`src/common/discrete_cfg.svh`:
```
`ifndef DISCRETE_CFG_SVH
`define DISCRETE_CFG_SVH

// System clock, Hz
`define CLOCK_RATE 50000000

// Audio sample rate, Hz
`define SAMPLE_RATE 48000

// Astable timing network
//
//   VCC --R1--+--R2--+-- threshold/trigger
//             |      |
//         discharge  C
//                    |
//                   gnd
//
// High phase charges C through R1+R2 up to the control voltage
// Low phase discharges C through R2 only
`define R1_OHMS 47000
`define R2_OHMS 27000

// Capacitor in farads times 2^35, 33 nF
`define C_35_SHIFTED 1134

// Supply level in 16-bit control units
// Kept slightly above 2^15 so VCC - v never hits zero
`define VCC_LEVEL 32770

// Guard band below VCC for the control clamp
`define VCC_MARGIN 64

// Low-pass shift right after reset
`define FILT_SHIFT_RESET 4

`endif

```
`src/common/discrete_pkg.sv`:
```
`default_nettype none

package discrete_pkg;

    // Audio sample or control voltage, 16-bit
    typedef logic [15:0] sample_t;

    // Logarithm result, 4 integer + 8 fraction bits
    typedef logic [11:0] ln_t;

    // Log argument, 16 integer + 8 fraction bits, never below 1.0
    typedef logic [23:0] lnarg_t;

    // Count of system clocks
    typedef logic [31:0] cycles_t;

    // Register map
    typedef enum logic [1:0] {
        REG_VCTRL  = 2'd0, // Control voltage
        REG_CTRL   = 2'd1, // Bit 0 run, bits 3:1 filter shift
        REG_STATUS = 2'd2  // Bit 0 current output level
    } reg_addr_t;

    // Square wave levels
    localparam sample_t LEVEL_HIGH = 16'h8000;
    localparam sample_t LEVEL_LOW  = 16'h0000;

endpackage

`default_nettype wire

```
`src/rtl/audio_clk_enable.sv`:
```
`timescale 1ns/100ps
`default_nettype none

`include "discrete_cfg.svh"

// Sample strobe from a fractional phase accumulator
// Adds SAMPLE_RATE per clock, fires when CLOCK_RATE is reached
module audio_clk_enable (
    input  wire  clk,
    input  wire  arst_n,
    output logic audio_clk_en
);
    import discrete_pkg::*;

    localparam cycles_t STEP = cycles_t'(`SAMPLE_RATE);
    localparam cycles_t WRAP = cycles_t'(`CLOCK_RATE);

    cycles_t phase_acc; // Always below WRAP
    cycles_t phase_sum;
    logic    phase_hit;

    // Sum never overflows, both rates fit well under 2^31
    assign phase_sum = phase_acc + STEP;
    assign phase_hit = (phase_sum >= WRAP);

    always_ff @(posedge clk or negedge arst_n) begin
        if (!arst_n) begin
            phase_acc    <= '0;
            audio_clk_en <= 1'b0;
        end else begin
            if (phase_hit) begin
                phase_acc <= phase_sum - WRAP; // Keep remainder, no drift
            end else begin
                phase_acc <= phase_sum;
            end
            audio_clk_en <= phase_hit; // One clock wide
        end
    end

endmodule

`default_nettype wire

```
`src/rtl/discrete_555_top.sv`:
```
`timescale 1ns/100ps
`default_nettype none

// 555 VCO voice with register control and output smoothing
module discrete_555_top (
    input  wire                     clk,
    input  wire                     arst_n,
    input  wire                     reg_wr,
    input  discrete_pkg::reg_addr_t reg_addr,
    input  discrete_pkg::sample_t   reg_wdata,
    output discrete_pkg::sample_t   reg_rdata,
    output logic                    audio_clk_en,
    output discrete_pkg::sample_t   vco_out,
    output discrete_pkg::sample_t   filt_out
);
    import discrete_pkg::*;

    sample_t    v_control;
    logic       run;
    logic [2:0] filt_shift;

    audio_clk_enable u_audio_clk_enable (
        .clk          (clk),
        .arst_n       (arst_n),
        .audio_clk_en (audio_clk_en)
    );

    vco_ctrl_regs u_vco_ctrl_regs (
        .clk        (clk),
        .arst_n     (arst_n),
        .reg_wr     (reg_wr),
        .reg_addr   (reg_addr),
        .reg_wdata  (reg_wdata),
        .reg_rdata  (reg_rdata),
        .v_control  (v_control),
        .run        (run),
        .filt_shift (filt_shift),
        .vco_level  (vco_out)     // Status readback
    );

    astable_555_vco u_astable_555_vco (
        .clk          (clk),
        .arst_n       (arst_n),
        .audio_clk_en (audio_clk_en),
        .run          (run),
        .v_control    (v_control),
        .out          (vco_out)
    );

    rc_lowpass u_rc_lowpass (
        .clk          (clk),
        .arst_n       (arst_n),
        .audio_clk_en (audio_clk_en),
        .filt_shift   (filt_shift),
        .in           (vco_out),
        .out          (filt_out)
    );

endmodule

`default_nettype wire

```
`src/rtl/rc_lowpass.sv`:
```
`timescale 1ns/100ps
`default_nettype none

// First-order RC model, y += (x - y) >>> shift on each strobe
// Samples are unsigned, so 16'h8000 counts as +32768
module rc_lowpass (
    input  wire                   clk,
    input  wire                   arst_n,
    input  wire                   audio_clk_en,
    input  wire  [2:0]            filt_shift,
    input  discrete_pkg::sample_t in,
    output discrete_pkg::sample_t out
);
    import discrete_pkg::*;

    logic [31:0]        state;  // 16 integer + 16 fraction bits
    logic signed [32:0] diff;   // Target minus state
    logic signed [32:0] step;
    logic signed [32:0] next_state;

    always_comb begin
        diff       = $signed({1'b0, in, 16'd0}) - $signed({1'b0, state});
        step       = diff >>> filt_shift; // Larger shift, slower corner
        next_state = $signed({1'b0, state}) + step;
    end

    // Next state stays between old state and target, no overflow
    always_ff @(posedge clk or negedge arst_n) begin
        if (!arst_n) begin
            state <= '0;
        end else if (audio_clk_en) begin
            state <= next_state[31:0];
        end
    end

    assign out = sample_t'(state[31:16]); // Fraction bits dropped

endmodule

`default_nettype wire

```
`src/rtl/vco_ctrl_regs.sv`:
```
`timescale 1ns/100ps
`default_nettype none

`include "discrete_cfg.svh"

// Settings for the oscillator and its output filter
module vco_ctrl_regs (
    input  wire                    clk,
    input  wire                    arst_n,
    input  wire                    reg_wr,
    input  discrete_pkg::reg_addr_t reg_addr,
    input  discrete_pkg::sample_t   reg_wdata,
    output discrete_pkg::sample_t   reg_rdata,
    output discrete_pkg::sample_t   v_control,
    output logic                   run,
    output logic [2:0]             filt_shift,
    input  discrete_pkg::sample_t   vco_level
);
    import discrete_pkg::*;

    always_ff @(posedge clk or negedge arst_n) begin
        if (!arst_n) begin
            v_control  <= '0;
            run        <= 1'b0; // Timer held in reset
            filt_shift <= 3'(`FILT_SHIFT_RESET);
        end else if (reg_wr) begin
            case (reg_addr)
                REG_VCTRL: begin
                    v_control <= reg_wdata;
                end
                REG_CTRL: begin
                    run        <= reg_wdata[0];
                    filt_shift <= reg_wdata[3:1];
                end
                default: begin
                    // Status is read only
                end
            endcase
        end
    end

    // Readback, combinational on address
    always_comb begin
        case (reg_addr)
            REG_VCTRL:  reg_rdata = v_control;
            REG_CTRL:   reg_rdata = {12'd0, filt_shift, run};
            REG_STATUS: reg_rdata = {15'd0, vco_level[15]}; // Live output level
            default:    reg_rdata = '0;
        endcase
    end

endmodule

`default_nettype wire

```
`src/vco_555/astable_555_vco.sv`:
```
`timescale 1ns/100ps
`default_nettype none

`include "discrete_cfg.svh"

// 555 astable, control pin driven
//   t_high = C*(R1+R2)*ln(1 + v/(2*(VCC-v)))
//   t_low  = C*R2*ln2
// Both phases counted in system clocks, sampled on the audio strobe
module astable_555_vco (
    input  wire                   clk,
    input  wire                   arst_n,
    input  wire                   audio_clk_en,
    input  wire                   run,
    input  discrete_pkg::sample_t v_control,
    output discrete_pkg::sample_t out
);
    import discrete_pkg::*;

    localparam longint unsigned C35    = `C_35_SHIFTED;
    localparam longint unsigned R1     = `R1_OHMS;
    localparam longint unsigned R2     = `R2_OHMS;
    localparam longint unsigned CLK_HZ = `CLOCK_RATE;
    localparam longint unsigned LN2_16 = 45426;

    // Charge time constant in clocks, 8 fraction bits
    localparam longint unsigned TAU_HIGH_8 = (C35 * (R1 + R2) * CLK_HZ) >> 27;
    // Discharge time constant in clocks, 16 fraction bits
    localparam longint unsigned TAU_LOW_16 = (C35 * R2 * CLK_HZ) >> 19;
    localparam cycles_t CYCLES_LOW = cycles_t'((TAU_LOW_16 * LN2_16) >> 32);

    localparam sample_t V_MAX = sample_t'(`VCC_LEVEL - `VCC_MARGIN);
    localparam logic [16:0] VCC = 17'(`VCC_LEVEL);

    sample_t       v_clamped;
    logic [16:0]   v_den;        // 2*(VCC - v)
    logic [23:0]   v_ratio_8;    // v/(2*(VCC - v)), 8 fraction bits
    lnarg_t        lnarg_q;
    ln_t           ln_8;
    logic [63:0]   high_prod;
    cycles_t       cycles_high;  // Pipelined from the control voltage
    cycles_t       high_len;     // Length used by the current period
    cycles_t       period_last;
    cycles_t       cnt;

    // Clamp keeps the divisor above zero
    assign v_clamped = (v_control > V_MAX) ? V_MAX : v_control;
    assign v_den     = (VCC - {1'b0, v_clamped}) << 1;
    assign v_ratio_8 = {v_clamped, 8'd0} / 24'(v_den);

    always_ff @(posedge clk) begin
        lnarg_q <= 24'd256 + v_ratio_8; // 1.0 + ratio
    end

    natural_log u_natural_log (
        .clk           (clk),
        .in_8_shifted  (lnarg_q),
        .out_8_shifted (ln_8)
    );

    assign high_prod = TAU_HIGH_8 * 64'(ln_8);

    always_ff @(posedge clk) begin
        cycles_high <= cycles_t'(high_prod >> 16); // Drop 16 fraction bits
    end

    assign period_last = high_len + CYCLES_LOW - 32'd1;

    always_ff @(posedge clk or negedge arst_n) begin
        if (!arst_n) begin
            cnt      <= '0;
            high_len <= '0;
            out      <= LEVEL_LOW;
        end else begin
            if (!run) begin
                cnt      <= '0;           // Timer reset pin low
                high_len <= cycles_high;  // Track so restart uses the latest value
            end else if (cnt >= period_last) begin
                cnt      <= '0;
                high_len <= cycles_high;  // New length from the wrap on
            end else begin
                cnt <= cnt + 32'd1;
            end

            if (audio_clk_en) begin
                out <= (run && (cnt < high_len)) ? LEVEL_HIGH : LEVEL_LOW;
            end
        end
    end

endmodule

`default_nettype wire

```
`src/vco_555/natural_log.sv`:
```
`timescale 1ns/100ps
`default_nettype none

// Natural log of an 8-fraction-bit value >= 1.0
// ln(x) = e*ln2 + ln(1.m), e from the leading one, ln(1.m) from a table
// Two clocks latency, one argument per clock
module natural_log (
    input  wire                  clk,
    input  discrete_pkg::lnarg_t in_8_shifted,
    output discrete_pkg::ln_t    out_8_shifted
);
    import discrete_pkg::*;

    localparam logic [20:0] LN2_16 = 21'd45426; // ln2 * 2^16

    // ln(1 + i/16) * 2^16, i = 0..15
    function automatic logic [15:0] ln_table(input logic [3:0] idx);
        case (idx)
            4'd0:    ln_table = 16'd0;
            4'd1:    ln_table = 16'd3973;
            4'd2:    ln_table = 16'd7719;
            4'd3:    ln_table = 16'd11262;
            4'd4:    ln_table = 16'd14624;
            4'd5:    ln_table = 16'd17821;
            4'd6:    ln_table = 16'd20870;
            4'd7:    ln_table = 16'd23783;
            4'd8:    ln_table = 16'd26572;
            4'd9:    ln_table = 16'd29248;
            4'd10:   ln_table = 16'd31818;
            4'd11:   ln_table = 16'd34291;
            4'd12:   ln_table = 16'd36675;
            4'd13:   ln_table = 16'd38975;
            4'd14:   ln_table = 16'd41196;
            default: ln_table = 16'd43345;
        endcase
    endfunction

    logic [4:0]  lead_pos;   // Leading one bit index, 8..23
    lnarg_t      norm;       // Leading one moved to bit 23
    logic [3:0]  exp_q;      // Integer log2
    logic [3:0]  idx_q;      // Top mantissa bits
    logic [7:0]  interp_q;   // Next mantissa bits
    logic [15:0] tab_lo;
    logic [15:0] tab_hi;
    logic [16:0] tab_diff;
    logic [24:0] tab_step;
    logic [20:0] ln_sum_16;

    // Stage 1 leading one detect, below 1.0 treated as 1.0
    always_comb begin
        lead_pos = 5'd8;
        for (int i = 9; i < 24; i++) begin
            if (in_8_shifted[i]) lead_pos = 5'(i);
        end
        norm = in_8_shifted << (5'd23 - lead_pos);
    end

    always_ff @(posedge clk) begin
        exp_q    <= 4'(lead_pos - 5'd8);
        idx_q    <= norm[22:19];
        interp_q <= norm[18:11];
    end

    // Stage 2 table lookup with linear interpolation
    always_comb begin
        tab_lo = ln_table(idx_q);
        if (idx_q == 4'd15) begin
            tab_hi = LN2_16[15:0]; // ln(2) closes the segment
        end else begin
            tab_hi = ln_table(idx_q + 4'd1);
        end
        tab_diff  = {1'b0, tab_hi} - {1'b0, tab_lo}; // Table is rising
        tab_step  = tab_diff * interp_q;
        ln_sum_16 = 21'(exp_q) * LN2_16 + 21'(tab_lo) + 21'(tab_step[24:8]);
    end

    always_ff @(posedge clk) begin
        out_8_shifted <= ln_t'((ln_sum_16 + 21'd128) >> 8); // Round to 8 fraction bits
    end

endmodule

`default_nettype wire
```
`config.mk`:
```
export PLATFORM = sky130hd
export DESIGN_NAME = discrete_555_top
export DESIGN_NICKNAME = d
export VERILOG_FILES = /design/src/common/discrete_pkg.sv /design/src/rtl/audio_clk_enable.sv /design/src/rtl/discrete_555_top.sv /design/src/rtl/rc_lowpass.sv /design/src/rtl/vco_ctrl_regs.sv /design/src/vco_555/astable_555_vco.sv /design/src/vco_555/natural_log.sv
export VERILOG_INCLUDE_DIRS = /design/src /design/src/common
export SDC_FILE = /design/constraint.sdc
export NUM_CORES = 2
export LEC_CHECK = 0
export BUFFER_PORTS_ARGS = -buffer_cell sky130_fd_sc_hd__buf_2
export CORE_MARGIN = 10
export CORE_UTILIZATION = 65
export DETAILED_ROUTE_END_ITERATION = 6
export PLACE_DENSITY = 0.87
export SETUP_SLACK_MARGIN = 0.02
export SYNTH_ARGS = -nofsm -noshare
export SYNTH_HDL_FRONTEND = slang
export SYNTH_HIERARCHICAL = 1
export SYNTH_SLANG_ARGS = --single-unit
```
`constraint.sdc`:
```
create_clock -name clk -period 106.7 [get_ports clk]
set_input_delay 10.67 -clock clk [delete_from_list [all_inputs] [get_ports clk]]
set_output_delay 10.67 -clock clk [all_outputs]
set_load 0.05 [all_outputs]
```
==> results.toml <==
[clock_network]
clkSinkCount = 221
ctsLongestPathBuffers = 3
cts-hold-fix-buffers = 0
cts.reportedPaths.clkPinSlew_ps = 70
clkLatencyLatePin_ps = 580
cts.root.buffer_cell = "sky130_fd_sc_hd__clkbuf_16"
postCtsResizedCells = 0
cts_setup_buffers = 0
cts_tree = "done"
cts.htree.levels = 1
tritoncts.num_buffers = 26

[sta]
max_freq_mhz = 18.27
worstMarginPinSlew_ps = 1216
final.period_utilization_pct = 51.29
worst_slack_ps = 51970
timing.final.hold_violations = 0
report.final.slew_viol_count = 0
report.final.setup_viol = 0
final.setup_skew_ps = 18.39
unrepaired_setup_endpoints_after_global_routing = "false"
setup-tns-final_ps = 0
finalWorstPathRequiredPeriod_ps = 54730
slew_headroom_pct = 17.90

[critical_path]
number_of_buffers_and_inverters_on_the_critical_path = 14
cpMostUsedCell = "sky130_fd_sc_hd__a21oi_1"
critical_path_peak_fanout = 30
worstPathRequired_ps = 107160
cpPeakStageDelay_ps = 880
critical_path_endpoint_category = "register"
cp_data_arrival_time_ps = 55190
critPathSlowestCell = "sky130_fd_sc_hd__nor4_2"
critical_path.startpoint_type = "register"
path_delay_family = "compound AO/OA/AOI/OAI gates"
path_class = "reg2reg"

[placement]
place_hpwl_um = 87790
preCtsSetupSlack_ps = 53340
routabilityCongestion = 0.9939
place_area_um2 = 41430
port_buffers = 54

[detailed_routing]
drc_viols = 24
iteration_0_drc_count_of_the_detailed_router = 3303
wl_per_cell_um = 19.47
via_count = 37330
final_antenna_net_count = 0
dr.pass1.iters = 7
wirelength_um = 113000
vias_per_cell = 6.432

[synthesis]
yosysSeqAreaShare_pct = 12.54
cell_type_with_the_largest_total_area_after_synthesis = "sky130_fd_sc_hd__ha_1"
synth_edf_count = 0
asyncSetResetFlopFracSynth_pct = 59.73
ys_seq_elements = 221
netlist_instances = 4975
synth.yosys.warnings = 6
yosys_most_used_dff = "sky130_fd_sc_hd__dfrtp_1"
area_of_the_mapped_netlist_um2 = 40550
ys_types = 127
post-synth-top-area-fraction_pct = 17.34
avgSynthCellArea_um2 = 8.151
post_synth_main_area_contributors = "sky130_fd_sc_hd__ha_1 (17%), sky130_fd_sc_hd__fa_1 (9.2%), sky130_fd_sc_hd__dfrtp_1 (8.1%), sky130_fd_sc_hd__xnor2_1 (4.8%), sky130_fd_sc_hd__dfxtp_1 (4.4%)"

[global_routing]
first_pass_grt_wire_length_um = 183500
number_of_antenna_violations_at_the_first_check_in_global_routing = 2
grt_pass1_vias = 36160
globalRouteOverflowTotal = 0
globalRouteTotalUtil_pct = 29.71
grt_start_max_net_pins = 73

[floorplanning]
die_w_um = 269.8
die_h_um = 269.8
num_rows = 91
fp.dieArea_um2 = 72780
core_um2 = 61710
initial_core_util_pct = 65.71
ioPinCount = 70

[cells_and_area]
final_area_um2 = 42310
area.growth.synth_to_final_pct = 4.335
post-route-util_pct = 68.56
layout.nets = 5715
num-fill-cells = 4969
drive_gt1_share_pct = 8.739
number_of_diodes = 0

[run_status]
status = "complete, but fails checks"
failed_checks = "design-rule violations"

[worst_hold_path]
hp-class = "reg2reg"

[run]
max_cap_viol_count = 0
==> worst paths after layout <==
path	start	depth (start not counted)	slack, ps	end
worst max-delay path	u_vco_ctrl_regs/v_control[4]	215	51970	u_astable_555_vco/lnarg_q[0]
max in group asynchronous	arst_n	2	95230	u_audio_clk_enable/audio_clk_en
worst min-delay path	u_astable_555_vco/cycles_high[11]	1	460	u_astable_555_vco/high_len[11]
min in group asynchronous	arst_n	1	10090	u_astable_555_vco/cnt[3]
worst max register to register	u_vco_ctrl_regs/v_control[4]	215	51970	u_astable_555_vco/lnarg_q[0]
worst min register to register	u_astable_555_vco/cycles_high[11]	1	460	u_astable_555_vco/high_len[11]
==> cells in the mapped netlist (23+ instances only) <==
master                       n
sky130_fd_sc_hd__ha_1      562
sky130_fd_sc_hd__inv_1     447
sky130_fd_sc_hd__nor2_1    379
sky130_fd_sc_hd__nand2_1   340
sky130_fd_sc_hd__a21oi_1   316
sky130_fd_sc_hd__o21ai_0   244
sky130_fd_sc_hd__xnor2_1   224
sky130_fd_sc_hd__fa_1      186
sky130_fd_sc_hd__mux2_2    144
sky130_fd_sc_hd__a21o_1    133
sky130_fd_sc_hd__dfrtp_1   131
sky130_fd_sc_hd__xor2_1    131
sky130_fd_sc_hd__mux2i_1   121
sky130_fd_sc_hd__nor3_1    114
sky130_fd_sc_hd__and2_1    112
sky130_fd_sc_hd__clkbuf_1   96
sky130_fd_sc_hd__dfxtp_1    89
sky130_fd_sc_hd__nand3_1    89
sky130_fd_sc_hd__o21a_1     82
sky130_fd_sc_hd__nor2b_1    76
sky130_fd_sc_hd__nand2b_1   67
sky130_fd_sc_hd__nand4_1    63
sky130_fd_sc_hd__a31oi_1    53
sky130_fd_sc_hd__and3_1     44
sky130_fd_sc_hd__o211ai_1   41
sky130_fd_sc_hd__o31ai_1    41
sky130_fd_sc_hd__a211oi_1   37
sky130_fd_sc_hd__o21bai_1   37
sky130_fd_sc_hd__or3_1      36
sky130_fd_sc_hd__nor4_1     35
sky130_fd_sc_hd__buf_4      34
sky130_fd_sc_hd__buf_2      25
sky130_fd_sc_hd__or2_2      25
sky130_fd_sc_hd__o22ai_1    24
sky130_fd_sc_hd__a21boi_0   23
==> state kept, by name, indices dropped and copies added, names as in the netlist <==
register                                       count
u_astable_555_vco/cnt                             32
u_astable_555_vco/cycles_high                     21
u_astable_555_vco/high_len                        21
u_astable_555_vco/lnarg_q                         24
u_astable_555_vco/out                              1
u_astable_555_vco/u_natural_log/exp_q              4
u_astable_555_vco/u_natural_log/idx_q              4
u_astable_555_vco/u_natural_log/interp_q           8
u_astable_555_vco/u_natural_log/out_8_shifted     12
u_astable_555_vco/u_natural_log/tab_lo            16
u_audio_clk_enable/audio_clk_en                    1
u_audio_clk_enable/phase_acc                      25
u_rc_lowpass/state                                32
u_vco_ctrl_regs/filt_shift                         3
u_vco_ctrl_regs/run                                1
u_vco_ctrl_regs/v_control                         16
==> metrics by stage <==
stage,cells,hold WS (ps)
4_1_cts,5803,464.3
3_5_place_dp,5755,447.6
5_1_grt,5803,472.2
6_report,5803,462.2
3_3_place_gp,5755,442.7
2_1_floorplan,5003,438.9
==> logic make-up (layout without fill, tap and decap cells) <==
logic type / Yosys count / after routing / share of synthesized area, %
AOI/OAI and AO/OA: 1261 / 1261 / 20.77
xor gates and xnor gates: 362 / 362 / 7.964
adders and majority gates: 748 / 748 / 26.52
buffers and inverters: 638 / 601 / 6.474
DFF: 221 / 221 / 12.54
muxes: 270 / 270 / 7.226
other: 1 / 29 / 0.009248
and+or+nand+nor: 1474 / 1474 / 18.49
==> layer usage <==
layer	global-route usage (%)	wire, um	vias to the layer above
met2	49.89	52460	1555
li1	-	-	17630
met3	4.072	8624	377
met5	0	0	-
met4	11.99	4933	0
met1	37.99	46990	17770
==> cell type report <==
class | count | area, um^2 | area share [%]
clock buffer | 32 | 714.4 | 1.689
clock inverter | 16 | 163.9 | 0.3874
inverter | 463 | 1745 | 4.125
multi-input combinational | 4144 | 33000 | 78.00
sequential | 221 | 5089 | 12.03
tap | 837 | 1047 | 2.475
timing repair buffer | 90 | 546.8 | 1.292
==> placed cells by master, fill, tap and decap left out, types with 22 or more instances in the layout <==
cell type,Yosys,routed
sky130_fd_sc_hd__nor3_1,114,114
sky130_fd_sc_hd__a21oi_1,316,316
sky130_fd_sc_hd__a21boi_0,23,23
sky130_fd_sc_hd__mux2i_1,121,120
sky130_fd_sc_hd__nand3_1,89,89
sky130_fd_sc_hd__nand4_1,63,63
sky130_fd_sc_hd__conb_1,1,29
sky130_fd_sc_hd__a21o_1,133,133
sky130_fd_sc_hd__buf_4,34,36
sky130_fd_sc_hd__and3_1,44,44
sky130_fd_sc_hd__dfrtp_1,131,129
sky130_fd_sc_hd__nand2b_1,67,67
sky130_fd_sc_hd__nor2_1,379,378
sky130_fd_sc_hd__o211ai_1,41,41
sky130_fd_sc_hd__nand2_1,340,340
sky130_fd_sc_hd__o21ai_1,22,22
sky130_fd_sc_hd__o31ai_1,41,41
sky130_fd_sc_hd__or2_2,25,25
sky130_fd_sc_hd__xor2_1,131,130
sky130_fd_sc_hd__inv_1,447,447
sky130_fd_sc_hd__buf_2,25,53
sky130_fd_sc_hd__o21bai_1,37,37
sky130_fd_sc_hd__and2_1,112,112
sky130_fd_sc_hd__mux2_2,144,144
sky130_fd_sc_hd__fa_1,186,186
sky130_fd_sc_hd__dfxtp_1,89,89
sky130_fd_sc_hd__clkbuf_16,0,27
sky130_fd_sc_hd__xnor2_1,224,222
sky130_fd_sc_hd__a211oi_1,37,37
sky130_fd_sc_hd__ha_1,562,562
sky130_fd_sc_hd__o21ai_0,244,243
sky130_fd_sc_hd__nor4_1,35,35
sky130_fd_sc_hd__o21a_1,82,82
sky130_fd_sc_hd__nor2b_1,76,76
sky130_fd_sc_hd__or3_1,36,36
sky130_fd_sc_hd__o22ai_1,24,24
sky130_fd_sc_hd__a31oi_1,53,52
Power is left out: the tool's default activity adds up to more than one toggle a clock period on the data nets, which glitch-free logic cannot reach.
